==> src/verilog/nes_host_pkg.sv <==
// NES host glue shared definitions
// widths, host UART register map, DualShock bit positions,
// NES frame phase count and the host register byte layout

package nes_host_pkg;

  localparam int BYTE_W = 8;
  localparam int ADDR_W = 22;  // 4 MB memory space

  // host UART register addresses
  localparam logic [7:0] LOADER_CONF_ADDR = 8'h35;  // loader config, bit 0 = reset
  localparam logic [7:0] LOADER_DATA_ADDR = 8'h37;  // ROM byte stream
  localparam logic [7:0] PAD1_BTN_ADDR    = 8'h40;
  localparam logic [7:0] PAD2_BTN_ADDR    = 8'h41;

  // DualShock receive byte 0: L D R U St R3 L3 Se
  localparam int DS2_LEFT   = 7;
  localparam int DS2_DOWN   = 6;
  localparam int DS2_RIGHT  = 5;
  localparam int DS2_UP     = 4;
  localparam int DS2_START  = 3;
  localparam int DS2_SELECT = 0;

  // DualShock receive byte 1: Sq X O Tr R1 L1 R2 L2
  localparam int DS2_CROSS  = 6;  // becomes NES B
  localparam int DS2_CIRCLE = 5;  // becomes NES A

  // clk cycles per NES frame slot
  localparam int NES_CE_PHASES = 5;

  // one host register byte, read as buttons or as loader config
  typedef union packed {
    struct packed {
      logic right;
      logic left;
      logic down;
      logic up;
      logic start;
      logic select;
      logic b;
      logic a;
    } btn;
    struct packed {
      logic [6:0] rsvd;
      logic       loader_rst;
    } conf;
  } host_reg_u;

endpackage

==> src/verilog/host_reg_decode.sv <==
// Host register decode
// captures UART register writes into the loader config and the
// host-forced button bytes, and picks the loader byte source

`timescale 1ns/1ns

module host_reg_decode (
  input  logic                            clk,
  input  logic                            sys_resetn,
  input  logic [7:0]                      uart_addr,
  input  logic [nes_host_pkg::BYTE_W-1:0] uart_data,
  input  logic                            uart_write,
  input  logic [nes_host_pkg::BYTE_W-1:0] sd_dout,
  input  logic                            sd_dout_valid,
  output logic [nes_host_pkg::BYTE_W-1:0] loader_input,
  output logic                            loader_clk,
  output logic                            loader_reset,
  output logic [nes_host_pkg::BYTE_W-1:0] host_btn1,
  output logic [nes_host_pkg::BYTE_W-1:0] host_btn2
);

  nes_host_pkg::host_reg_u conf_reg;
  nes_host_pkg::host_reg_u pad1_reg;
  nes_host_pkg::host_reg_u pad2_reg;

  logic conf_hit;
  logic data_hit;
  logic pad1_hit;
  logic pad2_hit;

  // address match, qualified by the write strobe
  assign conf_hit = uart_write && (uart_addr == nes_host_pkg::LOADER_CONF_ADDR);
  assign data_hit = uart_write && (uart_addr == nes_host_pkg::LOADER_DATA_ADDR);
  assign pad1_hit = uart_write && (uart_addr == nes_host_pkg::PAD1_BTN_ADDR);
  assign pad2_hit = uart_write && (uart_addr == nes_host_pkg::PAD2_BTN_ADDR);

  always_ff @(posedge clk) begin
    if (!sys_resetn) begin
      conf_reg <= '0;
      pad1_reg <= '0;
      pad2_reg <= '0;
    end else begin
      if (conf_hit) begin
        conf_reg <= uart_data;
      end
      if (pad1_hit) begin
        pad1_reg <= uart_data;
      end
      if (pad2_hit) begin
        pad2_reg <= uart_data;
      end
    end
  end

  // SD card has priority over the UART stream
  always_comb begin
    if (sd_dout_valid) begin
      loader_input = sd_dout;
    end else begin
      loader_input = uart_data;
    end
  end

  assign loader_clk = data_hit || sd_dout_valid;  // one strobe per ROM byte

  // loader held in reset by system reset or by host
  assign loader_reset = !sys_resetn || conf_reg.conf.loader_rst;

  assign host_btn1 = pad1_reg.btn;  // already in NES order
  assign host_btn2 = pad2_reg.btn;

endmodule

==> src/verilog/joypad_port.sv <==
// NES joypad port
// maps one DualShock to NES button order, merges the host buttons
// and shifts the byte out to the NES core, LSB first

`timescale 1ns/1ns

module joypad_port (
  input  logic                            clk,
  input  logic                            sys_resetn,
  input  logic [nes_host_pkg::BYTE_W-1:0] ds2_byte0,
  input  logic [nes_host_pkg::BYTE_W-1:0] ds2_byte1,
  input  logic [nes_host_pkg::BYTE_W-1:0] host_btn,
  input  logic                            joypad_strobe,
  input  logic                            joypad_clock,
  output logic                            joypad_data
);

  logic [nes_host_pkg::BYTE_W-1:0] pad_btn;
  logic [nes_host_pkg::BYTE_W-1:0] shift_reg;
  logic                            last_clock;
  logic                            clock_fall;

  // DualShock bits are active low
  // NES order: R L D U START SELECT B A
  assign pad_btn = {
    ~ds2_byte0[nes_host_pkg::DS2_RIGHT],
    ~ds2_byte0[nes_host_pkg::DS2_LEFT],
    ~ds2_byte0[nes_host_pkg::DS2_DOWN],
    ~ds2_byte0[nes_host_pkg::DS2_UP],
    ~ds2_byte0[nes_host_pkg::DS2_START],
    ~ds2_byte0[nes_host_pkg::DS2_SELECT],
    ~ds2_byte1[nes_host_pkg::DS2_CROSS],   // B
    ~ds2_byte1[nes_host_pkg::DS2_CIRCLE]   // A
  };

  assign clock_fall = last_clock && !joypad_clock;

  always_ff @(posedge clk) begin
    if (!sys_resetn) begin
      last_clock <= 1'b0;
    end else begin
      last_clock <= joypad_clock;
    end
  end

  // a falling edge wins over the strobe load
  always_ff @(posedge clk) begin
    if (!sys_resetn) begin
      shift_reg <= '0;
    end else if (clock_fall) begin
      shift_reg <= {1'b0, shift_reg[nes_host_pkg::BYTE_W-1:1]};  // zero fill
    end else if (joypad_strobe) begin
      shift_reg <= host_btn | pad_btn;
    end
  end

  assign joypad_data = shift_reg[0];

endmodule

==> src/verilog/nes_phase_sequencer.sv <==
// NES phase sequencer
// free running frame counter, one memory slot in phase 0 and
// one NES slot in the last phase, both held off until ROM load is done

`timescale 1ns/1ns

module nes_phase_sequencer #(
  parameter int PHASES = 5
) (
  input  logic clk,
  input  logic sys_resetn,
  input  logic loader_done,
  output logic run_mem,
  output logic run_nes,
  output logic reset_nes
);

  localparam int CNT_W = (PHASES > 1) ? $clog2(PHASES) : 1;
  localparam logic [CNT_W-1:0] LAST_PHASE = CNT_W'(PHASES - 1);

  logic [CNT_W-1:0] phase;

  always_ff @(posedge clk) begin
    if (!sys_resetn) begin
      phase <= '0;
    end else if (phase == LAST_PHASE) begin
      phase <= '0;
    end else begin
      phase <= phase + 1'b1;
    end
  end

  assign reset_nes = !loader_done;

  // memory command goes out first, NES samples read data
  // in the last phase, PHASES-1 cycles later
  assign run_mem = (phase == '0) && !reset_nes;
  assign run_nes = (phase == LAST_PHASE) && !reset_nes;

endmodule

==> src/verilog/mem_request_mux.sv <==
// Memory request multiplexer
// merges loader writes, NES accesses and refresh into the single
// request port of the memory controller, loader first

`timescale 1ns/1ns

module mem_request_mux (
  input  logic                            run_mem,
  input  logic [nes_host_pkg::ADDR_W-1:0] nes_addr,
  input  logic                            nes_read_cpu,
  input  logic                            nes_read_ppu,
  input  logic                            nes_write,
  input  logic [nes_host_pkg::BYTE_W-1:0] nes_wdata,
  input  logic [nes_host_pkg::ADDR_W-1:0] loader_addr,
  input  logic [nes_host_pkg::BYTE_W-1:0] loader_wdata,
  input  logic                            loader_write,
  input  logic                            loader_refresh,
  output logic                            mem_read_a,
  output logic                            mem_read_b,
  output logic                            mem_write,
  output logic                            mem_refresh,
  output logic [nes_host_pkg::ADDR_W-1:0] mem_addr,
  output logic [nes_host_pkg::BYTE_W-1:0] mem_din
);

  logic nes_req;
  logic idle_slot;

  assign nes_req = nes_read_cpu || nes_read_ppu || nes_write;

  // memory slot with nothing to do, keep the SDRAM refreshed
  assign idle_slot = run_mem && !nes_req && !loader_write;

  assign mem_read_a  = nes_read_cpu && run_mem;  // CPU port
  assign mem_read_b  = nes_read_ppu && run_mem;  // PPU port
  assign mem_write   = (nes_write && run_mem) || loader_write;
  assign mem_refresh = idle_slot || (loader_refresh && !loader_write);

  // loader owns the address and data whenever it writes
  always_comb begin
    if (loader_write) begin
      mem_addr = loader_addr;
      mem_din  = loader_wdata;
    end else begin
      mem_addr = nes_addr;
      mem_din  = nes_wdata;
    end
  end

endmodule

==> src/verilog/nes_host_top.sv <==
// NES host glue top level
// joins host register decode, the two joypad ports, the phase
// sequencer and the memory request mux between NES core, loader and SDRAM

`timescale 1ns/1ns

module nes_host_top (
  input  logic                            clk,
  input  logic                            sys_resetn,

  // host UART register writes
  input  logic [7:0]                      uart_addr,
  input  logic [nes_host_pkg::BYTE_W-1:0] uart_data,
  input  logic                            uart_write,

  // SD card ROM bytes
  input  logic [nes_host_pkg::BYTE_W-1:0] sd_dout,
  input  logic                            sd_dout_valid,

  // DualShock receive bytes, active low buttons
  input  logic [nes_host_pkg::BYTE_W-1:0] ds2a_byte0,
  input  logic [nes_host_pkg::BYTE_W-1:0] ds2a_byte1,
  input  logic [nes_host_pkg::BYTE_W-1:0] ds2b_byte0,
  input  logic [nes_host_pkg::BYTE_W-1:0] ds2b_byte1,

  // NES core side
  input  logic                            joypad_strobe,
  input  logic [1:0]                      joypad_clock,   // one per pad
  input  logic [nes_host_pkg::ADDR_W-1:0] nes_addr,
  input  logic                            nes_read_cpu,
  input  logic                            nes_read_ppu,
  input  logic                            nes_write,
  input  logic [nes_host_pkg::BYTE_W-1:0] nes_wdata,
  output logic [1:0]                      joypad_data,
  output logic                            reset_nes,
  output logic                            run_nes,

  // ROM loader side
  input  logic [nes_host_pkg::ADDR_W-1:0] loader_addr,
  input  logic [nes_host_pkg::BYTE_W-1:0] loader_wdata,
  input  logic                            loader_write,
  input  logic                            loader_refresh,
  input  logic                            loader_done,
  output logic [nes_host_pkg::BYTE_W-1:0] loader_input,
  output logic                            loader_clk,
  output logic                            loader_reset,

  // memory controller request
  output logic                            mem_read_a,
  output logic                            mem_read_b,
  output logic                            mem_write,
  output logic                            mem_refresh,
  output logic [nes_host_pkg::ADDR_W-1:0] mem_addr,
  output logic [nes_host_pkg::BYTE_W-1:0] mem_din
);

  logic [nes_host_pkg::BYTE_W-1:0] host_btn1;
  logic [nes_host_pkg::BYTE_W-1:0] host_btn2;
  logic                            run_mem;

  host_reg_decode u_decode (
    .clk           (clk),
    .sys_resetn    (sys_resetn),
    .uart_addr     (uart_addr),
    .uart_data     (uart_data),
    .uart_write    (uart_write),
    .sd_dout       (sd_dout),
    .sd_dout_valid (sd_dout_valid),
    .loader_input  (loader_input),
    .loader_clk    (loader_clk),
    .loader_reset  (loader_reset),
    .host_btn1     (host_btn1),
    .host_btn2     (host_btn2)
  );

  joypad_port u_pad1 (
    .clk           (clk),
    .sys_resetn    (sys_resetn),
    .ds2_byte0     (ds2a_byte0),
    .ds2_byte1     (ds2a_byte1),
    .host_btn      (host_btn1),
    .joypad_strobe (joypad_strobe),
    .joypad_clock  (joypad_clock[0]),
    .joypad_data   (joypad_data[0])
  );

  joypad_port u_pad2 (
    .clk           (clk),
    .sys_resetn    (sys_resetn),
    .ds2_byte0     (ds2b_byte0),
    .ds2_byte1     (ds2b_byte1),
    .host_btn      (host_btn2),
    .joypad_strobe (joypad_strobe),
    .joypad_clock  (joypad_clock[1]),
    .joypad_data   (joypad_data[1])
  );

  nes_phase_sequencer #(
    .PHASES (nes_host_pkg::NES_CE_PHASES)
  ) u_phase (
    .clk         (clk),
    .sys_resetn  (sys_resetn),
    .loader_done (loader_done),
    .run_mem     (run_mem),
    .run_nes     (run_nes),
    .reset_nes   (reset_nes)
  );

  mem_request_mux u_mem_mux (
    .run_mem        (run_mem),
    .nes_addr       (nes_addr),
    .nes_read_cpu   (nes_read_cpu),
    .nes_read_ppu   (nes_read_ppu),
    .nes_write      (nes_write),
    .nes_wdata      (nes_wdata),
    .loader_addr    (loader_addr),
    .loader_wdata   (loader_wdata),
    .loader_write   (loader_write),
    .loader_refresh (loader_refresh),
    .mem_read_a     (mem_read_a),
    .mem_read_b     (mem_read_b),
    .mem_write      (mem_write),
    .mem_refresh    (mem_refresh),
    .mem_addr       (mem_addr),
    .mem_din        (mem_din)
  );

endmodule

==> config.mk <==
export PLATFORM = sky130hd
export DESIGN_NAME = nes_host_top
export DESIGN_NICKNAME = d
export VERILOG_FILES = /design/src/verilog/nes_host_pkg.sv /design/src/verilog/host_reg_decode.sv /design/src/verilog/joypad_port.sv /design/src/verilog/nes_phase_sequencer.sv /design/src/verilog/mem_request_mux.sv /design/src/verilog/nes_host_top.sv
export SDC_FILE = /design/constraint.sdc
export NUM_CORES = 1
export LEC_CHECK = 0
export BUFFER_PORTS_ARGS = -buffer_cell sky130_fd_sc_hd__buf_2
export CELL_PAD_IN_SITES_DETAIL_PLACEMENT = 0
export CELL_PAD_IN_SITES_GLOBAL_PLACEMENT = 1
export CORE_MARGIN = 5
export CORE_UTILIZATION = 29
export DETAILED_ROUTE_END_ITERATION = 7
export HOLD_SLACK_MARGIN = 0.02
export PLACE_DENSITY = 0.84
export SLEW_MARGIN = 20
export SYNTH_ARGS = -nofsm -noshare
export SYNTH_HDL_FRONTEND = slang
export SYNTH_SLANG_ARGS = --single-unit
==> constraint.sdc <==
create_clock -name clk -period 3.6 [get_ports clk]
set_input_delay 0.18 -clock clk [delete_from_list [all_inputs] [get_ports clk]]
set_output_delay 0.18 -clock clk [all_outputs]
set_load 0.005 [all_outputs]
==> impl_metrics.csv, run 1 <==
group,metric,value,unit
sta,period_needed,1.60,ns
die,row_count,31,
clocking,cts_resized,0,
drt,routed_wl,6970,um
critical_path,critPathKind,"reg -> out",
global_routing,grt_max_degree,48,
synthesis,synth_cell_types,31,
die,die_x,96.8,um
synthesis,synth_seq_area_share,0.348,
run_status,outcome,"finished, final reports clean",
sta,finalHoldViolCount,0,
synthesis,synth_edf_count,0,
clocking,clkLatencyLatePin,0.29,ns
global_routing,grt_pass1_vias,2245,
place,gp_congestion,0.858,
cells_and_area,n_antenna_cell,0,
clocking,cts_sinks,38,
critical_path,cp-end-kind,"output port",
synthesis,synth_area_leaders,"dfxtp_1, mux2_1, mux2i_1",
global_routing,grt_antenna_before_repair,0,
sta,relSlewSlack,0.510,
synthesis,ys_ff_latch,38,
hold_path,min_path_type,"in -> reg",
power_and_ir_drop,p_leak,1.44,nW
clocking,post_cts_buffers,0,
synthesis,netlist.area_leader.share,0.348,
sta,worst_pin_slew,0.734,ns
clocking,root_buffer,"clkbuf_8",
clocking,h-tree-depth,2,
drt,via_per_inst,4.61,
global_routing,grt_overflow_total,0,
cells_and_area,syn_to_final_growth,44.1,%
synthesis,yosys.area.top_type,"dfxtp_1",
sta,skew,0.00389,ns
synthesis,async_flop_share,0,
synthesis,syn-cell-area,0.00218,mm^2
critical_path,startpoint_type,"flop",
global_routing,grt_usage,0.144,
place,place_ws,1.93,ns
drt,drt_pass1_iterations,4,
drt,wl_per_cell,14.6,um
critical_path,critPathMaxFanout,4,
clocking,hold_buffers,0,
synthesis,ys_dominant_reg_cell,"dfxtp_1",
sta,slew_violations,0,
sta,period_share,0.445,
sta,setup_ws,2.00,ns
die,die-area,0.00937,mm^2
job,max_cap_viol_count,0,
synthesis,yosys_warnings,0,
cells_and_area,drive_gt1_frac,0.450,
drt,antenna_left,0,
sta,rsz0062_at_grt,"no",
drt,drtIter0Drc,63,
place,place_hpwl,5800,um
clocking,cts_tree,"built",
synthesis,avgSynthCellArea,9.54,um^2
die,coreArea,0.00729,mm^2
die,die_h,96.8,um
global_routing,grt_pass1_wl,11200,um
critical_path,required,3.42,ns
sta,fmax,624,MHz
clocking,cts_buffers,5,
synthesis,syn_inst,229,
drt,drc_errors,0,
cells_and_area,num-nets-final,510,
place,io_buffers,160,
power_and_ir_drop,power,993,uW
critical_path,arrival,1.42,ns
power_and_ir_drop,powerDensity,315,mW/mm^2
sta,setup_viol,0,
sta,tns,0,ns
clocking,cts_buffer_depth,2,
clocking,clkTransAtPathRegs,0.07,ns
die,ioPinCount,177,
drt,vias,2209,
cells_and_area,fin_util,0.432,
die,initial_core_util,0.300,
power_and_ir_drop,peakVddDrop,143,uV
synthesis,synthesis.nets,360,
## cell families (layout without fill, tap and decap cells)
| family | count (synthesis) | after routing | synth area share |
|---|---|---|---|
| and+or+nand+nor | 79 | 79 | 0.206 |
| buffers and inverters | 20 | 171 | 0.0378 |
| DFF | 38 | 38 | 0.348 |
| muxes | 54 | 54 | 0.269 |
| AOI/OAI and AO/OA | 36 | 36 | 0.127 |
| adders and majority gates | 2 | 2 | 0.0115 |
## worst max-delay path, cell delays in order, from the launching register on
cell and delay, ns:
dfxtp_1 0.34, inv_1 0.06, ha_1 0.22, and3b_1 0.20, a21oi_1 0.13, nor2_1 0.05, buf_2 0.15
## cell usage after synthesis (2+ instances only)
| library cell | n |
|---|---|
| a21boi_1 | 14 |
| a21o_1 | 2 |
| buf_4 | 2 |
| nor2_1 | 3 |
| and3_1 | 2 |
| mux2_1 | 38 |
| buf_1 | 3 |
| clkbuf_1 | 12 |
| nor2b_1 | 3 |
| o211ai_1 | 14 |
| nor3_4 | 2 |
| nand2_1 | 39 |
| o2111a_1 | 2 |
| and2_1 | 4 |
| ha_1 | 2 |
| mux2i_1 | 16 |
| nand2b_1 | 3 |
| inv_1 | 3 |
| nand3b_1 | 16 |
| dfxtp_1 | 38 |
## report_power, final
part | internal (mW) | leakage (nW) | switching, mW
logic | 0.118 | 1.07 | 0.0926
clock network | 0.193 | 0.0575 | 0.142
registers | 0.438 | 0.311 | 0.00895
total | 0.749 | 1.44 | 0.244
## layout make-up
class | instances | area (um^2)
Fill cell | 770 | 4140
Timing Repair Buffer | 160 | 801
Multi-Input combinational cell | 171 | 1340
Sequential cell | 38 | 761
Clock buffer | 8 | 110
Tap cell | 99 | 124
Inverter | 3 | 11.3
## layout by cell type (no fill, tap or decap), types with 4 or more instances in the layout
master / instances
a21boi_1: 14
o211ai_1: 14
dfxtp_1: 38
mux2_1: 38
mux2i_1: 16
clkbuf_8: 8
buf_2: 160
nand2_1: 39
and2_1: 4
nand3b_1: 16
## path summary, 6_finish.rpt
path	start	to	slack (ns)	cells past startpoint
max reg2reg	u_pad1.last_clock	u_pad1.shift_reg[2]	2.51	3
min	joypad_clock[0]	u_pad1.last_clock	0.12	2
min reg2reg	u_pad2.shift_reg[7]	u_pad2.shift_reg[6]	0.45	2
max	u_phase.phase[0]	mem_refresh	2.00	6
## layer usage
metal / wire [um] / track usage / up-vias
met5: 0 / 0 / -
met4: 44 / 0.0259 / 0
met3: 579 / 0.0525 / 5
met2: 3510 / 0.262 / 110
met1: 2840 / 0.161 / 976
li1: - / - / 1118
## stage by stage
stage	hold slack, ns	instance area, um^2	std cells
3_5_place_dp	0.422	3040	471
5_1_grt	0.113	3150	479
3_3_place_gp	0.408	3040	471
4_1_cts	0.114	3150	479
2_1_floorplan	0.282	2180	229
6_report	0.121	3150	479
(Power assumes the default switching activity.)
==> run 2, diff against run 1 <==
- ABC_AREA: default -> 1
- CORE_UTILIZATION: 29 -> 25
- PLACE_DENSITY: 0.84 -> 0.79
- clock period: 3.6 -> 1.6 ns (I/O delays scaled with it)
==> run 2 against run 1 <==
  * Routed wire length up 12%
  * Synthesized cell count increased by 79%
  * Flip-flop and latch count unchanged
  * Non-clock buffer count is 12 higher
  * Critical path depth rose by 1
  * Sequential share of layout area decreased by 2.1 points
  * Critical path type unchanged
  * Largest power group unchanged
  * Highest routed layer unchanged
==> impl_metrics.csv, run 2 <==
group,metric,value,unit
run_status,outcome,"finished, final reports clean",
global_routing,grt_pass1_vias,2787,
clocking,clkLatencyLatePin,0.29,ns
place,gp_congestion,0.792,
critical_path,path_buf_inv,2,
global_routing,grt_pass1_wl,12600,um
sta,period_needed,1.40,ns
synthesis,yosysMostFrequentCell,"nand2_1",
sta,skew,0.00544,ns
clocking,cts_tree,"built",
die,ioPinCount,177,
synthesis,synth_seq_area_share,0.322,
critical_path,path_cells,"inv_1 -> ha_1 -> nand3_2 -> nor2_1 -> nor2_1 -> nor2_1 -> buf_2",
sta,worst_pin_slew,0.541,ns
sta,setup_viol,0,
critical_path,path_common_cell,"nor2_1",
synthesis,syn-cell-area,0.00236,mm^2
synthesis,netlist.area_leader.share,0.322,
die,die_h,107,um
hold_path,min_path_type,"in -> reg",
cells_and_area,layout_commonest_cell,"nand2_1",
clocking,cts_buffer_depth,2,
synthesis,yosys.area.top_type,"dfxtp_1",
synthesis,synth_cell_types,20,
synthesis,ys_dominant_reg_cell,"dfxtp_1",
critical_path,startpoint_type,"flop",
clocking,cts_buffers,5,
critical_path,cp-end-kind,"output port",
critical_path,critPathMaxFanout,4,
cells_and_area,n_antenna_cell,0,
place,io_buffers,160,
drt,routed_wl,7800,um
critical_path,r2r-end,"u_pad1.shift_reg[3]",
drt,antenna_left,0,
critical_path,crit_cells,7,
critical_path,reg2regPathDepth,7,
die,die_x,107,um
global_routing,grt_max_degree,32,
synthesis,ys_ff_latch,38,
sta,finalHoldViolCount,0,
cells_and_area,layout_common_cells,"nand2_1, buf_2, inv_1",
die,coreArea,0.00924,mm^2
power_and_ir_drop,powerDensity,644,mW/mm^2
critical_path,critPathMaxStageDelay,0.36,ns
critical_path,crit_end,"mem_refresh",
power_and_ir_drop,p_leak,2.04,nW
die,row_count,35,
synthesis,avgSynthCellArea,5.76,um^2
critical_path,required,1.52,ns
place,place_hpwl,6480,um
critical_path,crit_path_top_delay_cell,"dfxtp_1",
critical_path,critical-path-top-delay-family,"flip-flops",
sta,fmax,712,MHz
drt,drtIter0Drc,152,
synthesis,synth_edf_count,0,
synthesis,async_flop_share,0,
sta,rsz0062_at_grt,"no",
sta,relSlewSlack,0.639,
synthesis,synth_area_leaders,"dfxtp_1, nand2_1, inv_1",
job,max_cap_viol_count,0,
sta,period_share,0.878,
cells_and_area,multi_input_area,0.00131,mm^2
sta,fin_hold_ws,0.0366,ns
synthesis,synthesis.nets,541,
cells_and_area,seqCellArea,761,um^2
global_routing,grt_usage,0.133,
die,die-area,0.0115,mm^2
synthesis,yosys_warnings,0,
clocking,h-tree-depth,2,
clocking,post_cts_buffers,0,
sta,tns,0,ns
clocking,root_buffer,"clkbuf_8",
die,initial_core_util,0.256,
cells_and_area,syn_to_final_growth,46.1,%
cells_and_area,num-nets-final,705,
drt,via_per_inst,4.16,
synthesis,syn_inst,410,
critical_path,arrival,1.32,ns
critical_path,reg2reg_slack,0.45,ns
clocking,cts_sinks,38,
clocking,clkTransAtPathRegs,0.07,ns
drt,drc_errors,0,
global_routing,grt_antenna_before_repair,0,
cells_and_area,fillers,1020,
critical_path,worstSetupStartpoint,"u_phase.phase[0]",
drt,drt_pass1_iterations,4,
synthesis,yosys-top-cells-count,"nand2_1, inv_1, nor2_1",
critical_path,critPathKind,"reg -> out",
global_routing,grt_overflow_total,0,
power_and_ir_drop,peakVddDrop,276,uV
drt,vias,2928,
cells_and_area,drive_gt1_frac,0.327,
critical_path,rr_startpoint,"u_pad1.last_clock",
sta,slew_violations,0,
drt,wl_per_cell,11.1,um
==> run 2: cell count changes in the layout (fill, tap and decap cells not counted), moves of 16 or more <==
| cell | change |
|---|---|
| nand2_1 | +129 |
| inv_1 | +56 |
| nor2_1 | +50 |
| mux2_1 | -38 |
| o21ai_0 | +26 |
| nand4_1 | +17 |
| mux2i_1 | -16 |
| nand3_1 | +16 |
| nand3b_1 | -16 |
==> run 2: worst min-delay path, stage by stage <==
cell and delay [ns]:
buf_2 0.09, nor2_1 0.04, nor2_1 0.08
==> run 2: kinds of logic (layout without fill, tap and decap cells) <==
| kind of cell | after synthesis | after routing | synth area share |
|---|---|---|---|
| and+or+nand+nor | 266 | 266 | 0.478 |
| buffers and inverters | 75 | 240 | 0.124 |
| DFF | 38 | 38 | 0.322 |
| AOI/OAI and AO/OA | 28 | 28 | 0.0614 |
| adders and majority gates | 2 | 2 | 0.0106 |
| xor gates and xnor gates | 1 | 1 | 0.00371 |
==> run 2: per-stage QoR <==
step | cell area, um^2 | setup slack [ns] | utilization | power [mW] | instances
after floorplan | 2360 | 0.561 | - | 1.29 | 410
after global placement | 3320 | 0.434 | 0.359 | 1.57 | 692
after detailed placement | 3320 | 0.421 | 0.359 | 1.58 | 692
after CTS | 3450 | 0.116 | 0.373 | 2.26 | 704
after global routing | 3450 | 0.00731 | 0.374 | 2.38 | 704
final | 3450 | 0.195 | 0.374 | 2.22 | 704
==> run 2: how the worst min path moves through the flow <==
stage	from	endpoint	slack, ns	cells after the start
after global placement	ds2b_byte0[5]	u_pad2.shift_reg[7]	0.28	2
after floorplan	joypad_clock[0]	u_pad1.last_clock	0.17	2
after CTS	uart_data[0]	u_decode.conf_reg[0]	0.03	3
after detailed placement	ds2b_byte0[5]	u_pad2.shift_reg[7]	0.29	2
final	uart_data[0]	u_decode.conf_reg[0]	0.04	3
after global routing	uart_data[0]	u_decode.conf_reg[0]	0.08	3
==> run 2: power by group <==
| group | switching [mW] | total [mW] | internal (mW) |
|---|---|---|---|
| Sequential | 0.0184 | 1.00 | 0.982 |
| Combinational | 0.297 | 0.563 | 0.266 |
| Clock | 0.353 | 0.659 | 0.306 |
==> run 2: layout make-up <==
type,count,area share
Clock buffer,5,0.0199
Clock inverter,3,0.00616
Inverter,60,0.0652
Multi-Input combinational cell,297,0.381
Sequential cell,38,0.220
Tap cell,129,0.0468
Timing Repair Buffer,172,0.261
==> run 2: metal layers <==
layer / wire [um] / GRT usage
met1: 3300 / 0.157
met5: 0 / 0
met2: 3870 / 0.236
met4: 63 / 0.0356
met3: 570 / 0.0343
==> run 2: repair_timing <==
action                                  CTS  global route
endpoints found under the setup margin    0             1
hold endpoints to repair                  4             0
hold buffers                              4             0
gates resized for setup                   0             1
